`config.mk`:
```
export PLATFORM = sky130hd
export DESIGN_NAME = env_sequencer
export DESIGN_NICKNAME = d
export VERILOG_FILES = /design/src/plps_pkg.sv /design/src/env_sequencer.sv
export SDC_FILE = /design/constraint.sdc
export NUM_CORES = 1
export LEC_CHECK = 0
export BUFFER_PORTS_ARGS = -buffer_cell sky130_fd_sc_hd__clkbuf_2
export CAP_MARGIN = 20
export CORE_MARGIN = 2
export CORE_UTILIZATION = 30
export DETAILED_ROUTE_END_ITERATION = 8
export PLACE_DENSITY = 0.64
export RECOVER_POWER = 100
export SYNTH_ARGS = -nofsm -noshare
export SYNTH_HDL_FRONTEND = slang
export SYNTH_SLANG_ARGS = --single-unit
```
`constraint.sdc`:
```
create_clock -name dspif -period 1.25 [get_ports dspif]
set_clock_uncertainty 0.05 [all_clocks]
set_input_delay 0.25 -clock dspif [delete_from_list [all_inputs] [get_ports dspif]]
set_output_delay 0.25 -clock dspif [all_outputs]
set_load 0.03 [all_outputs]
```
`src/plps_pkg.sv`:
```
`default_nettype none

package plps_pkg;

	// sample format, 4 lanes of signed 16 bit per clock
	localparam int LANES = 4;
	localparam int SAMPLE_W = 16;
	localparam int PAIR_W = 2 * SAMPLE_W;

	// Q1.15 scaling used by the mixer products
	localparam int FRAC_W = SAMPLE_W - 1;

	// qubit drive 0, qubit drive 1, readout drive
	localparam int N_GEN = 3;

	// table and capture depths
	localparam int FREQ_AW = 4;
	localparam int ENV_AW = 6;
	localparam int CAP_AW = 6;

	// 0..2 carrier tables, 3..5 envelope tables
	localparam int TBL_SEL_W = 3;

	// adc, dac and generator words
	typedef logic [LANES*SAMPLE_W-1:0] sample_word_t;

	// lane i: cos or x in the low half, sin or y in the high half
	typedef logic [LANES*PAIR_W-1:0] table_word_t;

endpackage

`default_nettype wire

```
`src/env_sequencer.sv`:
```
`default_nettype none

module env_sequencer (
	input logic dspif,
	input logic rst_n,
	input logic run,
	input logic [plps_pkg::FREQ_AW-1:0] freq_sel0,
	input logic [plps_pkg::FREQ_AW-1:0] freq_sel1,
	input logic [plps_pkg::FREQ_AW-1:0] freq_sel2,
	output logic [plps_pkg::ENV_AW-1:0] env_addr,
	output logic [plps_pkg::FREQ_AW-1:0] freq_addr0,
	output logic [plps_pkg::FREQ_AW-1:0] freq_addr1,
	output logic [plps_pkg::FREQ_AW-1:0] freq_addr2
);

	// envelope address, wraps at the table end
	always_ff @(posedge dspif or negedge rst_n) begin
		if (!rst_n) begin
			env_addr <= '0;
		end else if (run) begin
			env_addr <= env_addr + 1'b1;
		end
	end

	// carrier selects, one register stage
	always_ff @(posedge dspif or negedge rst_n) begin
		if (!rst_n) begin
			freq_addr0 <= '0;
			freq_addr1 <= '0;
			freq_addr2 <= '0;
		end else begin
			freq_addr0 <= freq_sel0;
			freq_addr1 <= freq_sel1;
			freq_addr2 <= freq_sel2;
		end
	end

endmodule

`default_nettype wire

```
---- Word level (Yosys, flattened, before mapping) ----
Cells that the tools add are included.
cells by class
  add/sub/neg operators ................... 1
operator list
  operator               number
  $add A6 B1 Y6 const B  1
storage, ports and cells
  register bits after elaboration ......... 18
  output and inout port bits .............. 18

---- Depth between registers and ports, before layout ----
  word-level depth ........................ 1
  mapped depth ............................ 3
  depth with buffers taken out ............ 3

---- Worst setup path before layout ----
OpenSTA, ideal clock, no wires.
  kind .................................... register -> register
  from .................................... register env_addr[0] (netlist bit)
  to ...................................... register env_addr[1] (netlist bit)
  stages on the path, launching flop included .. 3
  slack ................................... -0.007 ns
  path buffers ............................ 0
  arrival time ............................ 1.082 ns
  setup time .............................. 0.125 ns
  data required time ...................... 1.075 ns
  cell sequence ........................... dfrtp_1 ha_1 mux2_2
on the way
  cells in the longest elaborated chain, start to end .. 1
ends and longest elaborated chain
  item                    RTL line             source
  start, declared         env_sequencer.sv:10  output logic [plps_pkg::ENV_AW-1:0] env_addr,
  start signal, assigned  env_sequencer.sv:21  env_addr <= env_addr + 1'b1;
  $add A6 B1 Y6           env_sequencer.sv:21
No other way between the ends.
A chain may end at the register's enable or synchronous reset.

---- Worst setup path in the final report ----
  from .................................... register env_addr[3] (netlist bit)
  to ...................................... output port env_addr[3] (netlist bit)
No word-level cell between the ends.

==> metrics list <==
- Pin placement for this block handled 33 I/O pins.
- Counting the buffers created by CTS gives 3.
* Share of synthesized area occupied by flip-flops and latches: 0.818
* Global-route wire length before repair: 1440 um
- Number of antenna violations at the first check in global routing: 0
* Fraction of final layout cells with drive strength greater than 1: 0.566
- Setup crit end kind: output port
* Status: finished clean
* Proportion of netlist area held by the largest area contributor: 0.818
- Max-Cap Viols: 0
* Maximum root-to-sink buffer count: 2
* Number of placement rows: 15
- The signal on the critical path passes through buf_2.
* Sink count of the clock tree: 18
- Clock tree from TritonCTS: built
- DP Cell Count: 87
* Count of distinct cell types in the synthesized netlist: 9
- The detail route stage leaves a number of antenna-violating nets equal to 0.
* Pin count of the biggest net entering global routing: 19
- The number of antenna diodes in the final layout is 0.
- Setup violations remaining at the end of the flow were counted as 0.
* Cell count after synthesis: 30
- Sequential cell area: 452 um2
- Combined global-route utilization of all metal layers: 0.0976
* Total power per unit cell area: 2100 nW/um2
* Remaining Overflow, GRT: 0
* Area taken by multi-input logic gates: 93.8 um2
- The total area inside the core boundary comes to 1730 um2.
- The finished layout holds 101 standard cells, fillers aside.
* Critical-path cell with the highest stage delay: dfrtp_1
- Count of routing violations after the opening detailed-route iteration: 0
* P_leak: 0.445 nW
* Post-CTS clock slew at the launch and capture registers of the worst setup and hold paths: 100 ps
- Kind of cell adding the most delay to the critical path: flip-flops
* Final Max Tran Viols: 0
* Worst path max stage delay: 400 ps
- The via count of the first global-routing pass is 348.
- At the pin with the least slew margin, the transition time is 429 ps.
- The number of hold-slack violations in the final timing report is 0.
- After detailed routing, the number of vias per cell comes to 4.09.
- Relative slew margins: 0.714
* Post-Route WL: 1080 um
- Fillers: 163
- The number of buffers and inverters on the critical path is 1.
- Required time at the worst-slack endpoint: 950 ps
- Minimum hold slack: 20.7 ps
* Data arrival time at the worst-slack endpoint: 900 ps
- The area growth from synthesis to layout is 56.8%.
- Post-route DRC violation count: 0
- After routing, the total negative slack on setup checks comes to 0 ps.
- Maximum resistive drop on vdd: 0.000929 V
* Worst-path maximum fanout: 4
- Dividing the final minimum period by the clock period gives 0.960.
- The count of buffers added on input and output ports is 32.
- The synthesized design contains 18 register bits.
- Drt pass-1 iters: 1
* Max Fclk: 833 MHz
- Leading area contributor after synthesis: dfrtp_1
* Final critical delay including setup and external delays: 1200 ps
- In this run the clock root is driven by a clkbuf_4.
- The tightest min-delay check is of the in -> reg type.
- Startpoint of the most critical setup path: env_addr[3]$_DFFE_PN0P_
* Synthesized netlist net count: 46
- After detailed routing, the average wire length per cell comes to 10.7 um.
- Netlist Area Pre-Place: 551 um2
- Mean instance size in the synthesized netlist: 18.4 um2
- Last weighted congestion value of the routability-driven placer: 0.578
- Across all layers, the routed design uses 413 vias.
- Detailed Place HPWL: 763 um
- The worst setup path is of the reg -> out kind.
* Die W: 46.8 um
* Main area contributors after synthesis: dfrtp_1 82%, xnor2_1 4.8%, xor2_1 3.2%
* Startpoint of the most critical register-to-register path: env_addr[0]$_DFFE_PN0P_
* Vertical die dimension: 46.8 um
- Overall power consumption after layout is estimated at 1.81 mW.
- The initial utilization of the core area, before any placement, comes to 0.319.
* Final Net Count: 93
- Count of yosys warnings during synthesis: 0
* Worst hold start: freq_sel1[2]
* Number of H-tree levels: 1
- Floorplan die area: 2190 um2
* Insertion delay of the later-clocked pin in the worst-skew pair: 280 ps
- STA classifies the critical path startpoint as a flip-flop.
-- stage by stage --
step	utilization	setup WS, ps	area [um2]
finish	0.500	49.5	863
global route	0.500	-0.0704	863
CTS	0.470	13.8	812
detailed placement	0.430	115	743
global placement	0.430	131	743
floorplan	-	7.09	552
-- power by group --
| group | total [mW] | switching [mW] | internal [mW] |
|---|---|---|---|
| registers | 0.798 | 0.0917 | 0.707 |
| clock network | 0.343 | 0.166 | 0.177 |
| logic | 0.671 | 0.394 | 0.277 |
| total | 1.81 | 0.651 | 1.16 |
-- repair_timing --
action                                 4_1_cts  5_1_grt
pin swaps                                    0        0
gates resized for setup                      2        4
hold buffers                                 2        4
setup endpoints to repair                    2        4
endpoints found under the hold margin       19        4
buffers inserted                             1        3
-- kinds of logic after synthesis --
kind of cell / after synthesis / synth area share
multiplexers: 1 / 0.0205
XOR/XNOR: 5 / 0.0796
AND/OR/NAND/NOR: 5 / 0.0591
adder cells (fa/ha/maj): 1 / 0.0227
flip-flops: 18 / 0.818
-- layout make-up --
type / count / area share
multi-input combinational: 12 / 0.109
clock buffer: 4 / 0.0420
timing repair buffer: 42 / 0.290
sequential: 18 / 0.523
tap: 25 / 0.0362
-- final timing paths --
kind,slack (ps),to,cells past startpoint
min in group asynchronous,380,freq_addr1[1]$_DFF_PN0_,2
max reg2reg,120,env_addr[1]$_DFFE_PN0P_,2
max,50,env_addr[3],1
min reg2reg,420,env_addr[5]$_DFFE_PN0P_,1
max in group asynchronous,440,env_addr[0]$_DFFE_PN0P_,2
min,20,freq_addr1[2]$_DFF_PN0_,1
-- routing by layer --
metal / up-vias / wire length, um / global-route usage
li1: 188 / - / -
met5: - / 0 / 0
met1: 196 / 445 / 0.111
met2: 29 / 484 / 0.156
met3: 0 / 148 / 0.0423
met4: 0 / 0 / 0.0500
-- layout by cell type, fill, tap and decap left out, drive strengths merged --
master,count
clkbuf,33
dfrtp,18
buf,7
dlygate4sd3,6
xnor2,3
nand4,2
nand2,2
xor2,2
mux2,1
nor2,1
ha,1
-- cell usage after synthesis --
cell type,n
dfrtp_1,18
xnor2_1,3
nand2_1,2
xor2_1,2
ha_1,1
mux2_2,1
nand4_1,1
nand4_2,1
nor2_2,1
-- flip-flops by register name (all words and copies together), names as in the netlist --
name and count:
freq_addr2 4, freq_addr0 4, env_addr 6, freq_addr1 4
Power figures use the tool's default switching activity.
