--- src/plps_pkg.sv ---
`default_nettype none

package plps_pkg;

	// sample format, 4 lanes of signed 16 bit per clock
	localparam int LANES = 4;
	localparam int SAMPLE_W = 16;
	localparam int PAIR_W = 2 * SAMPLE_W;

	// Q1.15 scaling used by the mixer products
	localparam int FRAC_W = SAMPLE_W - 1;

	// qubit drive 0, qubit drive 1, readout drive
	localparam int N_GEN = 3;

	// table and capture depths
	localparam int FREQ_AW = 4;
	localparam int ENV_AW = 6;
	localparam int CAP_AW = 6;

	// 0..2 carrier tables, 3..5 envelope tables
	localparam int TBL_SEL_W = 3;

	// adc, dac and generator words
	typedef logic [LANES*SAMPLE_W-1:0] sample_word_t;

	// lane i: cos or x in the low half, sin or y in the high half
	typedef logic [LANES*PAIR_W-1:0] table_word_t;

endpackage

`default_nettype wire

--- src/dac_mix.sv ---
`default_nettype none

module dac_mix (
	input logic dspif,
	input logic rst_n,
	input plps_pkg::sample_word_t gen0,
	input plps_pkg::sample_word_t gen1,
	input plps_pkg::sample_word_t gen2,
	output plps_pkg::sample_word_t dac0,
	output plps_pkg::sample_word_t dac1
);

	plps_pkg::sample_word_t sum_w;
	plps_pkg::sample_word_t sum_r;
	plps_pkg::sample_word_t gen0_r;

	// lane-wise add, overflow wraps
	always_comb begin
		for (int i = 0; i < plps_pkg::LANES; i++) begin
			sum_w[i*plps_pkg::SAMPLE_W +: plps_pkg::SAMPLE_W] =
				gen1[i*plps_pkg::SAMPLE_W +: plps_pkg::SAMPLE_W] +
				gen2[i*plps_pkg::SAMPLE_W +: plps_pkg::SAMPLE_W];
		end
	end

	// gen0 delayed to line up with the sum
	always_ff @(posedge dspif or negedge rst_n) begin
		if (!rst_n) begin
			gen0_r <= '0;
			sum_r <= '0;
		end else begin
			gen0_r <= gen0;
			sum_r <= sum_w;
		end
	end

	always_ff @(posedge dspif or negedge rst_n) begin
		if (!rst_n) begin
			dac0 <= '0;
			dac1 <= '0;
		end else begin
			dac0 <= gen0_r;
			dac1 <= sum_r;
		end
	end

endmodule

`default_nettype wire

--- config.mk ---
export PLATFORM = sky130hd
export DESIGN_NAME = dac_mix
export DESIGN_NICKNAME = d
export VERILOG_FILES = /design/src/plps_pkg.sv /design/src/dac_mix.sv
export SDC_FILE = /design/constraint.sdc
export NUM_CORES = 1
export LEC_CHECK = 0
export BUFFER_PORTS_ARGS = -buffer_cell sky130_fd_sc_hd__buf_2
export CAP_MARGIN = 20
export CELL_PAD_IN_SITES_DETAIL_PLACEMENT = 1
export CELL_PAD_IN_SITES_GLOBAL_PLACEMENT = 1
export CORE_ASPECT_RATIO = 1.25
export CORE_MARGIN = 5
export CORE_UTILIZATION = 35
export DETAILED_ROUTE_END_ITERATION = 10
export PLACE_DENSITY = 0.78
export SETUP_SLACK_MARGIN = 0.5
export SLEW_MARGIN = 5
export SYNTH_ARGS = -nofsm -noshare
export SYNTH_HDL_FRONTEND = slang
export SYNTH_SLANG_ARGS = --single-unit
export TNS_END_PERCENT = 50
--- constraint.sdc ---
create_clock -name dspif -period 0.8 [get_ports dspif]
set_clock_uncertainty 0.15 [all_clocks]
set_input_delay 0 -clock dspif [delete_from_list [all_inputs] [get_ports dspif]]
set_output_delay 0 -clock dspif [all_outputs]
set_load 0.02 [all_outputs]
**Word-level counts from Yosys, hierarchy flattened**

Cells that the tools add are included.

- Register bits after elaboration: 256
- Input port bits: 194
- Output and inout bits: 128
- Word-level logic and storage cells: 8

- $add $sub $neg: 4

Operators by type and width:

| operator | number |
|---|---|
| adder 16 bit | 4 |

**Longest topological paths before layout**

Gate-level depths: netlist (run 1).

- Depth in word-level cells: 1
- Depth in mapped cells: 8
- Gate-level depth less buffers: 8

**Worst setup path before layout (run 1)**

OpenSTA, ideal clock, no wires.

- Kind: input to register
- Start point: input port gen1[16]
- End point: register sum_r[30]
- Setup time: 80 ps
- Data arrival time: 1812 ps
- Required time: 570 ps
- Slack: -1242 ps
- Stages on the path: 8
- Path buffers: 0
- Cell sequence: ha_1 fa_1 a21o_1 a221oi_2 or2_2 nand2_1 a2111oi_2 xnor2_1

- Longest elaborated chain between the ends: 1

RTL lines:

| what | line | source |
|---|---|---|
| start: declaration | dac_mix.sv:7 | `input plps_pkg::sample_word_t gen1,` |
| adder 16 bit | dac_mix.sv:21 | `gen1[i*plps_pkg::SAMPLE_W +: plps_pkg::SAMPLE_W] +` |
| net sum_w[30] | dac_mix.sv:13 | `plps_pkg::sample_word_t sum_w;` |
| end signal: assignment | dac_mix.sv:33 | `sum_r <= sum_w;` |
| end: declaration | dac_mix.sv:14 | `plps_pkg::sample_word_t sum_r;` |

The timed path passes the listed nets, and every way through them passes these cells.

**Final worst setup path (run 1)**

- Start point: input port gen2[16]
- End point: register sum_r[30]

- Longest elaborated chain between the ends: 1

RTL lines:

| what | line | source |
|---|---|---|
| start: declaration | dac_mix.sv:8 | `input plps_pkg::sample_word_t gen2,` |
| adder 16 bit | dac_mix.sv:21 |  |
| net sum_w[30] | dac_mix.sv:13 |  |

The timed path passes the listed nets, and every way through them passes these cells.

==> impl_results.md, run 1 <==
- Fmax: 670.3 MHz
- Worst vdd ir: between 1 and 1.5 mV
- Post-Syn Area: roughly 9100 um^2
- Clock root cell: clkbuf_16
- Total of max-cap violations: 0
- Critical path cell sequence: buf_6 -> ha_4 -> fa_2 -> a21o_1 -> a221oi_2 -> buf_4 -> or2_4 -> nand2_4 -> a2111oi_4 -> xnor2_1
- Power density over cell area: 2351 nW/um^2
- CP endpoint kind: flip-flop
- Compound-Gate Fraction of Synth Area: under 10%
- Total track usage: between 10% and 20%
- Largest net degree at the start of global routing: 65
- Mean number of vias per cell: about 4.6
- CP arrival: around 1.8 ns
- Number of buffers added on ports: ~320
- Nets: 1398
- Clk sinks: approximately 260
- CTS tree: yes
- Initial Util: 35.24%
- Violated checks: negative hold slack, negative setup slack
- Int Pwr: 26230 uW
- Top cells by area, synth: dfrtp_1 70%, ha_1 8.2%, xnor2_1 2.7%, a21oi_1 2.6%, xor2_1 2.4%
- Register share of total power: a little over two fifths
- Clock power frac: roughly a third
- Combinational share of power: a little under a quarter
- Tcrit/Tclk final: 186.5%
- Prevailing post-synth register cell: dfrtp_1
- Simple-gate portion of the synthesized area: ~5.0%
- Mux share of post-synthesis cell area: less than 1%
- CP startpoint: gen2[16]
- Hold Crit Class: input pin to async pin
- First-pass GRT wire length: around 46000 um
- Antenna Nets Post-Route: 0
- Switching Fraction: between 20% and 30%
- Die width: 154.3 um
- Share of cells above drive strength 1: between 50% and 60%
- Total CTS buffers: 26
- Die height: 190.4 um
- Synth warnings: 0
- Crit path capture: sum_r[30]$_DFF_PN0_
- Path depth of the worst reg2reg path: 0
- Core area: around 26000 um^2
- Post-synth top area cell: dfrtp_1
- Async S/R FF share, synth: 100.0%
- Status: complete, but fails checks
- Xor/xnor share of the synthesized area: under 10%
- Final Hold Viols: about 380
- Overall routed net length: 30290 um
- DRC viols: 0
- Crit Path Max Fanout: 3
- Post-Synth Adder-Cell Area: 9.122%
- Synth-to-layout area growth: 68.86%
- Most common cell after layout, fill and taps aside: dfrtp_1
- Reg2reg setup slack: around 0.11 ns
- FF+latch area: ~6400 um^2
- Sw power: 9921 uW
- Slew Limit Fails: 0
- Drt first pass iters: 4
- Die area: between 20000 and 30000 um^2
- GP Congestion: ~0.8
- Worst path max stage delay: about 0.34 ns
- RSZ-0062 raised after global routing: yes
- Drt initial violations: 124
- Critical path's slowest cell: fa_2
- Num ports: roughly 320
- Final worst slack: -0.6918 ns
- Nature of the critical path startpoint: input pin
- Worst-path clk slew: 0.06 ns
- Worst slew margin: between 60% and 70%
- WHS: -0.8638 ns
- Seq/Total Area, Yosys: 70.34%
- CP required: 1.06 ns
- Fin crit period: around 1.5 ns
- FF-to-FF End: dac0[5]$_DFF_PN0_
- Post-DP HPWL: 21980 um
- H-Tree Depth: 1
- Synthesized area per cell: 14.81 um^2
- Setup violators final: 177
- RR Startpoint: gen0_r[5]$_DFF_PN0_
- Largest family of logic cells by synthesized area: compound AO/OA/AOI/OAI gates
- #FFs+latches synth: 256
- Routed len/inst: 20.09 um
- P_leak: around 0.0074 uW
- Area occupied by multi-input gates: roughly 3600 um^2
- Place WS: -1.348 ns
- Initial antenna violation count: 17
- Post-synthesis cell count: around 620
- Commonest non-fill, non-tap cells in the layout: 256 x dfrtp_1, 177 x buf_2, 154 x buf_6, 154 x buf_4, 32 x ha_1
- Max clock buf depth: 3
- Row count: 66
- Slew @ Worst Pin: around 0.55 ns
- Post-synthesis cell type count: 47
- Skew-Pair Late Insertion Delay: 0.53 ns
- Core Util, Final: between 50 and 60%
- Synth top area share: 70.34%
- Grt total ovfl: 0
- FILL cells: around 2600
- Vias in the first global route: between 8000 and 9000
- Critical path class: input pin to flip-flop
- Via count: between 6000 and 7000
- Post-synth EDFFs: 0
- Post-Syn Nets: roughly 870
## worst min-delay path by stage
stage,start,endpoint,cells after the start
after detailed placement,rst_n,dac1[8]$_DFF_PN0_,1
final,rst_n,dac1[8]$_DFF_PN0_,1
after CTS,rst_n,sum_r[15]$_DFF_PN0_,1
after floorplan,rst_n,dac0[0]$_DFF_PN0_,0
after global placement,rst_n,dac1[15]$_DFF_PN0_,1
after global routing,rst_n,dac1[8]$_DFF_PN0_,1
## flip-flops by register name, summed over array words and instances, names as in the netlist
register	flops
gen0_r	64
dac1	64
sum_r	64
dac0	64
## cell usage after synthesis (2+ instances only)
cell type    n
dfrtp_1    256
ha_1        60
a21oi_1     47
xnor2_1     28
nand2_1     27
xor2_1      25
o21ai_0     23
a21o_1      22
inv_1       14
nand3_1     12
nor2_1      12
and3_1      10
nor3_1      10
a211oi_1     6
nor2b_1      5
o21bai_1     5
o31ai_1      5
a31o_2       4
fa_1         4
a221oi_1     3
a31oi_1      3
nand2b_1     3
o211ai_1     3
and4_1       2
mux2i_1      2
nor3b_1      2
o21a_1       2
## worst max-delay path, delay by kind of cell
family          cells  cell delay [ns]
simple gates        2             0.18
xor+xnor            1             0.11
fa+ha+maj           2             0.49
buf+inv             2             0.26
compound gates      3             0.71
## power groups by stage
stage	Clock, uW	Combinational, uW	Sequential [uW]
global route	13400	9010	15500
CTS	12700	8200	15300
detailed placement	0	6840	15300
global placement	0	6590	15200
finish	12400	8420	15300
floorplan	0	2360	16200
## kinds of logic after synthesis
logic type                 Yosys count
AOI/OAI and AO/OA                  135
DFF                                256
and+or+nand+nor                     90
xor gates and xnor gates            53
adders and majority gates           64
buffers and inverters               15
muxes                                2
## routing by layer
metal	track usage, %	up-vias	routed length, um
met5	0	-	77
met4	6.728	14	893
met3	5.312	62	2031
met2	39.21	221	17660
met1	19.62	3469	9627
li1	-	3218	-
## cell type report
cell class                 count  area share [%]
antenna                       10          0.1627
clock buffer                  32           4.638
clock inverter                14           1.066
inverter                      14          0.3417
multi-input combinational    344           23.29
sequential                   256           41.66
tap                          340           2.766
timing repair buffer         498           26.08
## stage by stage
stage | setup TNS (ns) | power (uW) | area [um^2] | instances
floorplan | -29.98 | 18600 | 9783 | 615
global route | -75.79 | 37820 | 15380 | 1508
global placement | -46.08 | 21780 | 13050 | 1425
finish | -68.05 | 36150 | 15380 | 1508
detailed placement | -48.24 | 22130 | 13050 | 1425
CTS | -69.66 | 36190 | 15130 | 1485
## timing repair
item / CTS / global route
gates resized for setup: 317 / 25
setup buffers: 14 / 13
pin swaps: 67 / 38
cloned: 0 / 0
setup endpoints to repair: 316 / 316
hold endpoints to repair: 384 / 384
(Power assumes the default switching activity.)
==> run 2: changes to the inputs <==
--- a/config.mk
+++ b/config.mk
@@ -19,4 +19,3 @@
 export SYNTH_ARGS = -nofsm -noshare
 export SYNTH_HDL_FRONTEND = slang
 export SYNTH_SLANG_ARGS = --single-unit
-export TNS_END_PERCENT = 50
==> impl_results.md, run 2 (synthesis results as in run 1) <==
- Status: complete, but fails checks
- Violated checks: negative hold slack, negative setup slack
- Crit Path Max Fanout: 3
- Tcrit/Tclk final: 186.3%
- Area after DPL: between 10000 and 15000 um^2
- WHS: -0.8628 ns
- Post-route setup TNS: -68.84 ns
- Vias in the first global route: around 8400
- Share of cells above drive strength 1: approximately three fifths
- Die area: 29370 um^2
- Setup violators final: ~180
- Max clock buf depth: 3
- Cell count after placement: 1425
- RSZ-0062 raised after global routing: yes
- Most common cell after layout, fill and taps aside: dfrtp_1
- Total CTS buffers: 26
- Critical path class: input pin to flip-flop
- Mean number of vias per cell: 4.668
- Clk sinks: roughly 260
- Slew Limit Fails: 0
- Total track usage: between 20% and 30%
- CP endpoint kind: flip-flop
- Int Pwr: 26400 uW
- Switching Fraction: a little over a quarter
- Worst vdd ir: 1.349 mV
- Drt first pass iters: 4
- CP arrival: 1.75 ns
- Register share of total power: between 40% and 50%
- Final worst slack: -0.6905 ns
- Post-Layout Cell Count: around 1500
- Place WS: -1.348 ns
- CP required: 1.06 ns
- Fin crit period: ~1.5 ns
- Grt total ovfl: 0
- Nets: 1407
- Via count: between 7000 and 8000
- Clock power frac: 34.1%
- Initial antenna violation count: 16
- Num ports: around 320
- Post-DP HPWL: roughly 22000 um
- H-Tree Depth: 1
- Skew-Pair Late Insertion Delay: between 0.5 and 0.6 ns
- Final Cell Area: roughly 16000 um^2
- Synth-to-layout area growth: 71.71%
- CTS tree: yes
- Worst slew margin: 63.21%
- Row count: 66
- Final Hold Viols: ~380
- Antenna Nets Post-Route: 0
- Number of buffers added on ports: around 320
- Slew @ Worst Pin: between 0.5 and 0.6 ns
- Die width: between 150 and 200 um
- GP Congestion: just over 0.8
- DRC viols: 0
- Power density over cell area: around 2300 nW/um^2
- Clock root cell: clkbuf_16
- Core area: 25850 um^2
- Initial Util: a little over a third
- Overall Power: between 30000 and 40000 uW
- First-pass GRT wire length: 46330 um
- Sw power: roughly 10000 uW
- Total of max-cap violations: 0
- Worst-path clk slew: approximately 0.060 ns
- Overall routed net length: approximately 31000 um
- Commonest non-fill, non-tap cells in the layout: 256 x dfrtp_1, 180 x buf_6, 169 x buf_2, 144 x buf_4, 32 x ha_1
- Drt initial violations: 145
- Nature of the critical path startpoint: input pin
- Fmax: 670.9 MHz
- Hold Crit Class: input pin to async pin
- Largest net degree at the start of global routing: 65
- Routed len/inst: 20.45 um
- Combinational share of power: between 20% and 30%
- Die height: 190.4 um
- P_leak: ~0.0075 uW
==> run 2: changes by cell type in the layout (fill, tap and decap cells not counted), moves of 2 or more <==
cell / before / now
buf_2: 177 / 169
buf_4: 154 / 144
buf_6: 154 / 180
o21bai_1: 5 / 3
xnor2_1: 23 / 21
xnor2_2: 5 / 7
xor2_1: 25 / 23
xor2_2: 0 / 2
==> run 2: metrics by stage <==
step,hold WS (ns),util (%)
floorplan,-0.4456,-
global placement,-0.3269,50.48
detailed placement,-0.3285,50.48
CTS,-0.8799,58.96
global route,-0.8775,60.50
finish,-0.8628,60.50
==> run 2: area by class of cell <==
type | instances | area [um^2]
timing repair buffer | 507 | 4204
multi-input combinational | 344 | 3649
inverter | 14 | 52.55
clock inverter | 14 | 163.9
antenna | 10 | 25.02
clock buffer | 32 | 713.2
fill | 2535 | 10210
sequential | 256 | 6406
tap | 340 | 425.4
==> run 2: worst max-delay path: stages <==
cell and delay (ns):
buf_6 0.10, ha_4 0.15, fa_2 0.34, a21o_1 0.19, a221oi_2 0.22, buf_4 0.17, or2_4 0.13, nand2_4 0.05
a2111oi_4 0.30, xnor2_1 0.11
==> run 2: timing repair <==
item                                    in CTS  in global routing
hold endpoints to repair                   384                384
resized for setup                          338                 45
buffers inserted                            16                 20
pin swaps                                   68                 42
endpoints found under the setup margin     316                316
==> run 2: power by group through the flow <==
stage	Sequential [uW]	Combinational [uW]	Clock, uW
finish	15300	8680	12400
floorplan	16200	2360	0
CTS	15300	8280	12700
global route	15400	9270	13300
detailed placement	15300	6840	0
global placement	15200	6590	0
==> run 2: worst paths after layout <==
check | start | endpoint | slack (ns) | cells after the start
setup reg to reg | gen0_r[5]$_DFF_PN0_ | dac0[5]$_DFF_PN0_ | 0.11 | 0
min in group dspif | gen0[8] | gen0_r[8]$_DFF_PN0_ | -0.58 | 1
max in group asynchronous | rst_n | dac0[9]$_DFF_PN0_ | 0.83 | 3
hold / removal | rst_n | sum_r[8]$_DFF_PN0_ | -0.86 | 1
hold reg to reg | sum_r[44]$_DFF_PN0_ | dac1[44]$_DFF_PN0_ | 0.19 | 0
setup / recovery | gen2[16] | sum_r[30]$_DFF_PN0_ | -0.69 | 10
==> run 2: metal layers <==
metal,wire (um),up-vias,global-route usage [%],part of all wire [%]
met2,18030,220,40.16,58
met3,1985,70,5.267,6.4
met1,9892,3536,19.88,32
met4,1043,14,6.524,3.4
met5,77,-,0,0.25
li1,-,3241,-,-
==> run 3: changes to the inputs <==
--- a/config.mk
+++ b/config.mk
@@ -10,7 +10,7 @@
 export CELL_PAD_IN_SITES_DETAIL_PLACEMENT = 1
 export CELL_PAD_IN_SITES_GLOBAL_PLACEMENT = 1
 export CORE_ASPECT_RATIO = 1.25
-export CORE_MARGIN = 5
+export CORE_MARGIN = 4
 export CORE_UTILIZATION = 35
 export DETAILED_ROUTE_END_ITERATION = 10
 export PLACE_DENSITY = 0.78
==> impl_results.md, run 3 (synthesis results as in run 1) <==
- RSZ-0062 raised after global routing: yes
- Skew-Pair Late Insertion Delay: between 0.5 and 0.6 ns
- Vias in the first global route: approximately 8200
- Antenna Nets Post-Route: 0
- Status: complete, but fails checks
- Clk sinks: roughly 260
- Post-DP HPWL: roughly 22000 um
- Hold Crit Class: input pin to async pin
- Mean number of vias per cell: just under 5
- Row count: between 60 and 70
- Overall Power: 36280 uW
- Total of max-cap violations: 0
- Crit Path Max Fanout: 3
- Number of buffers added on ports: around 320
- Place WS: -1.342 ns
- Num ports: 322
- CP endpoint kind: flip-flop
- Clock root cell: clkbuf_16
- Die area: ~29000 um^2
- Total CTS buffers: 26
- Switching Fraction: 28.18%
- RR Startpoint: sum_r[2]$_DFF_PN0_
- Int Pwr: approximately 26000 uW
- Sw power: slightly above 10000 uW
- Worst-path clk slew: ~0.070 ns
- Critical path's slowest cell: fa_2
- Via count: just over 7000
- Worst path max stage delay: 0.35 ns
- Commonest non-fill, non-tap cells in the layout: 256 x dfrtp_1, 186 x buf_6, 170 x buf_2, 133 x buf_4, 30 x ha_1
- Post-Layout Cell Count: between 1500 and 2000
- Synth-to-layout area growth: 71.44%
- Core area: between 20000 and 30000 um^2
- Combinational share of power: 24.9%
- Reg2reg setup slack: approximately 0.12 ns
- Clock power frac: around a third
- H-Tree Depth: 1
- Share of cells above drive strength 1: 58.40%
- Final Hold Viols: between 300 and 400
- Initial Util: between 30% and 40%
- Register share of total power: approximately 42%
- Critical path cell sequence: buf_6 -> ha_4 -> fa_2 -> a21o_1 -> a221oi_2 -> buf_4 -> or2_4 -> nand2_4 -> a2111oi_4 -> xnor2_1
- Grt total ovfl: 0
- Largest net degree at the start of global routing: between 50 and 60
- Tcrit/Tclk final: 200.3%
- Die width: between 150 and 200 um
- Total track usage: between 20% and 30%
- First-pass GRT wire length: 48050 um
- Cell count after placement: 1406
- Initial antenna violation count: 10
- DRC viols: 0
- WHS: -0.8787 ns
- CTS tree: yes
- Fmax: a little over 600 MHz
- Violated checks: negative hold slack, negative setup slack
- Routed len/inst: 22.65 um
- Overall routed net length: around 34000 um
- Most common cell after layout, fill and taps aside: dfrtp_1
- FILL cells: 2483
- Drt first pass iters: 4
- Worst vdd ir: between 1.5 and 2 mV
- GP Congestion: roughly 0.80
- Power density over cell area: approximately 2300 nW/um^2
- Die height: around 190 um
- FF-to-FF End: dac1[2]$_DFF_PN0_
- Final worst slack: -0.8026 ns
- Worst slew margin: 66.57%
- Slew Limit Fails: 0
- P_leak: around 0.0075 uW
- Nets: roughly 1400
- Max clock buf depth: 3
- Slew @ Worst Pin: approximately 0.50 ns
- Setup violators final: 177
- Path depth of the worst reg2reg path: 0
- Drt initial violations: ~210
- CP required: approximately 1.1 ns
- Post-route setup TNS: -71.96 ns
- CP arrival: around 1.9 ns
- Nature of the critical path startpoint: input pin
- Critical path class: input pin to flip-flop
- Fin crit period: about 1.6 ns
run 3: cell types whose count changed in the layout (fill, tap and decap cells not counted), moves of 3 or more:
cell | before | now
buf_4 | 144 | 133
buf_6 | 180 | 186
diode_2 | 10 | 5
o21ai_1 | 1 | 4
run 3: cell type report:
cell class                 count  area [um^2]  share of cell area, %
clock buffer                  32        703.2                  4.504
timing repair buffer         504         4204                  26.93
antenna                        5        12.51                0.08013
tap                          335        419.2                  2.685
multi-input combinational    344         3697                  23.68
sequential                   256         6406                  41.03
clock inverter                11        118.9                 0.7613
inverter                      14        52.55                 0.3366
run 3: per-layer routing:
metal	GRT usage, %	wire length, um
met5	0	75
met4	10.13	1555
met1	21.62	10820
met3	4.595	1817
met2	41.62	19730
run 3: critical path, delay by kind of cell:
family,cells,cell delay [ns]
simple gates,2,0.17
xor+xnor,1,0.15
compound gates,3,0.81
fa+ha+maj,2,0.50
buf+inv,2,0.27
run 3: what timing repair did:
action | CTS | global route
hold endpoints to repair | 384 | 383
endpoints found under the setup margin | 316 | 316
gates resized for setup | 329 | 73
pin swaps | 77 | 66
setup buffers | 25 | 22
run 3: worst max-delay path by stage:
stage	to	start	slack, ns
2_1_floorplan	sum_r[30]$_DFF_PN0_	gen1[16]	-1.09
3_3_place_gp	sum_r[30]$_DFF_PN0_	gen1[16]	-1.29
5_1_grt	sum_r[28]$_DFF_PN0_	gen2[16]	-0.87
4_1_cts	sum_r[30]$_DFF_PN0_	gen2[16]	-0.73
3_5_place_dp	sum_r[28]$_DFF_PN0_	gen1[16]	-1.34
6_report	sum_r[30]$_DFF_PN0_	gen2[16]	-0.80
run 3: metrics by stage:
stage	utilization, %	instance area (um^2)
finish	61.34	15610
CTS	59.27	15090
floorplan	-	9783
global route	61.34	15610
detailed placement	50.77	12920
global placement	50.77	12920
run 3: power groups by stage:
stage	clock, uW	combinational, uW	sequential, uW
after floorplan	0	2360	16200
after CTS	12100	8300	15300
after global placement	0	6540	15200
final	11900	9040	15300
after global routing	12800	9590	15500
after detailed placement	0	6780	15300
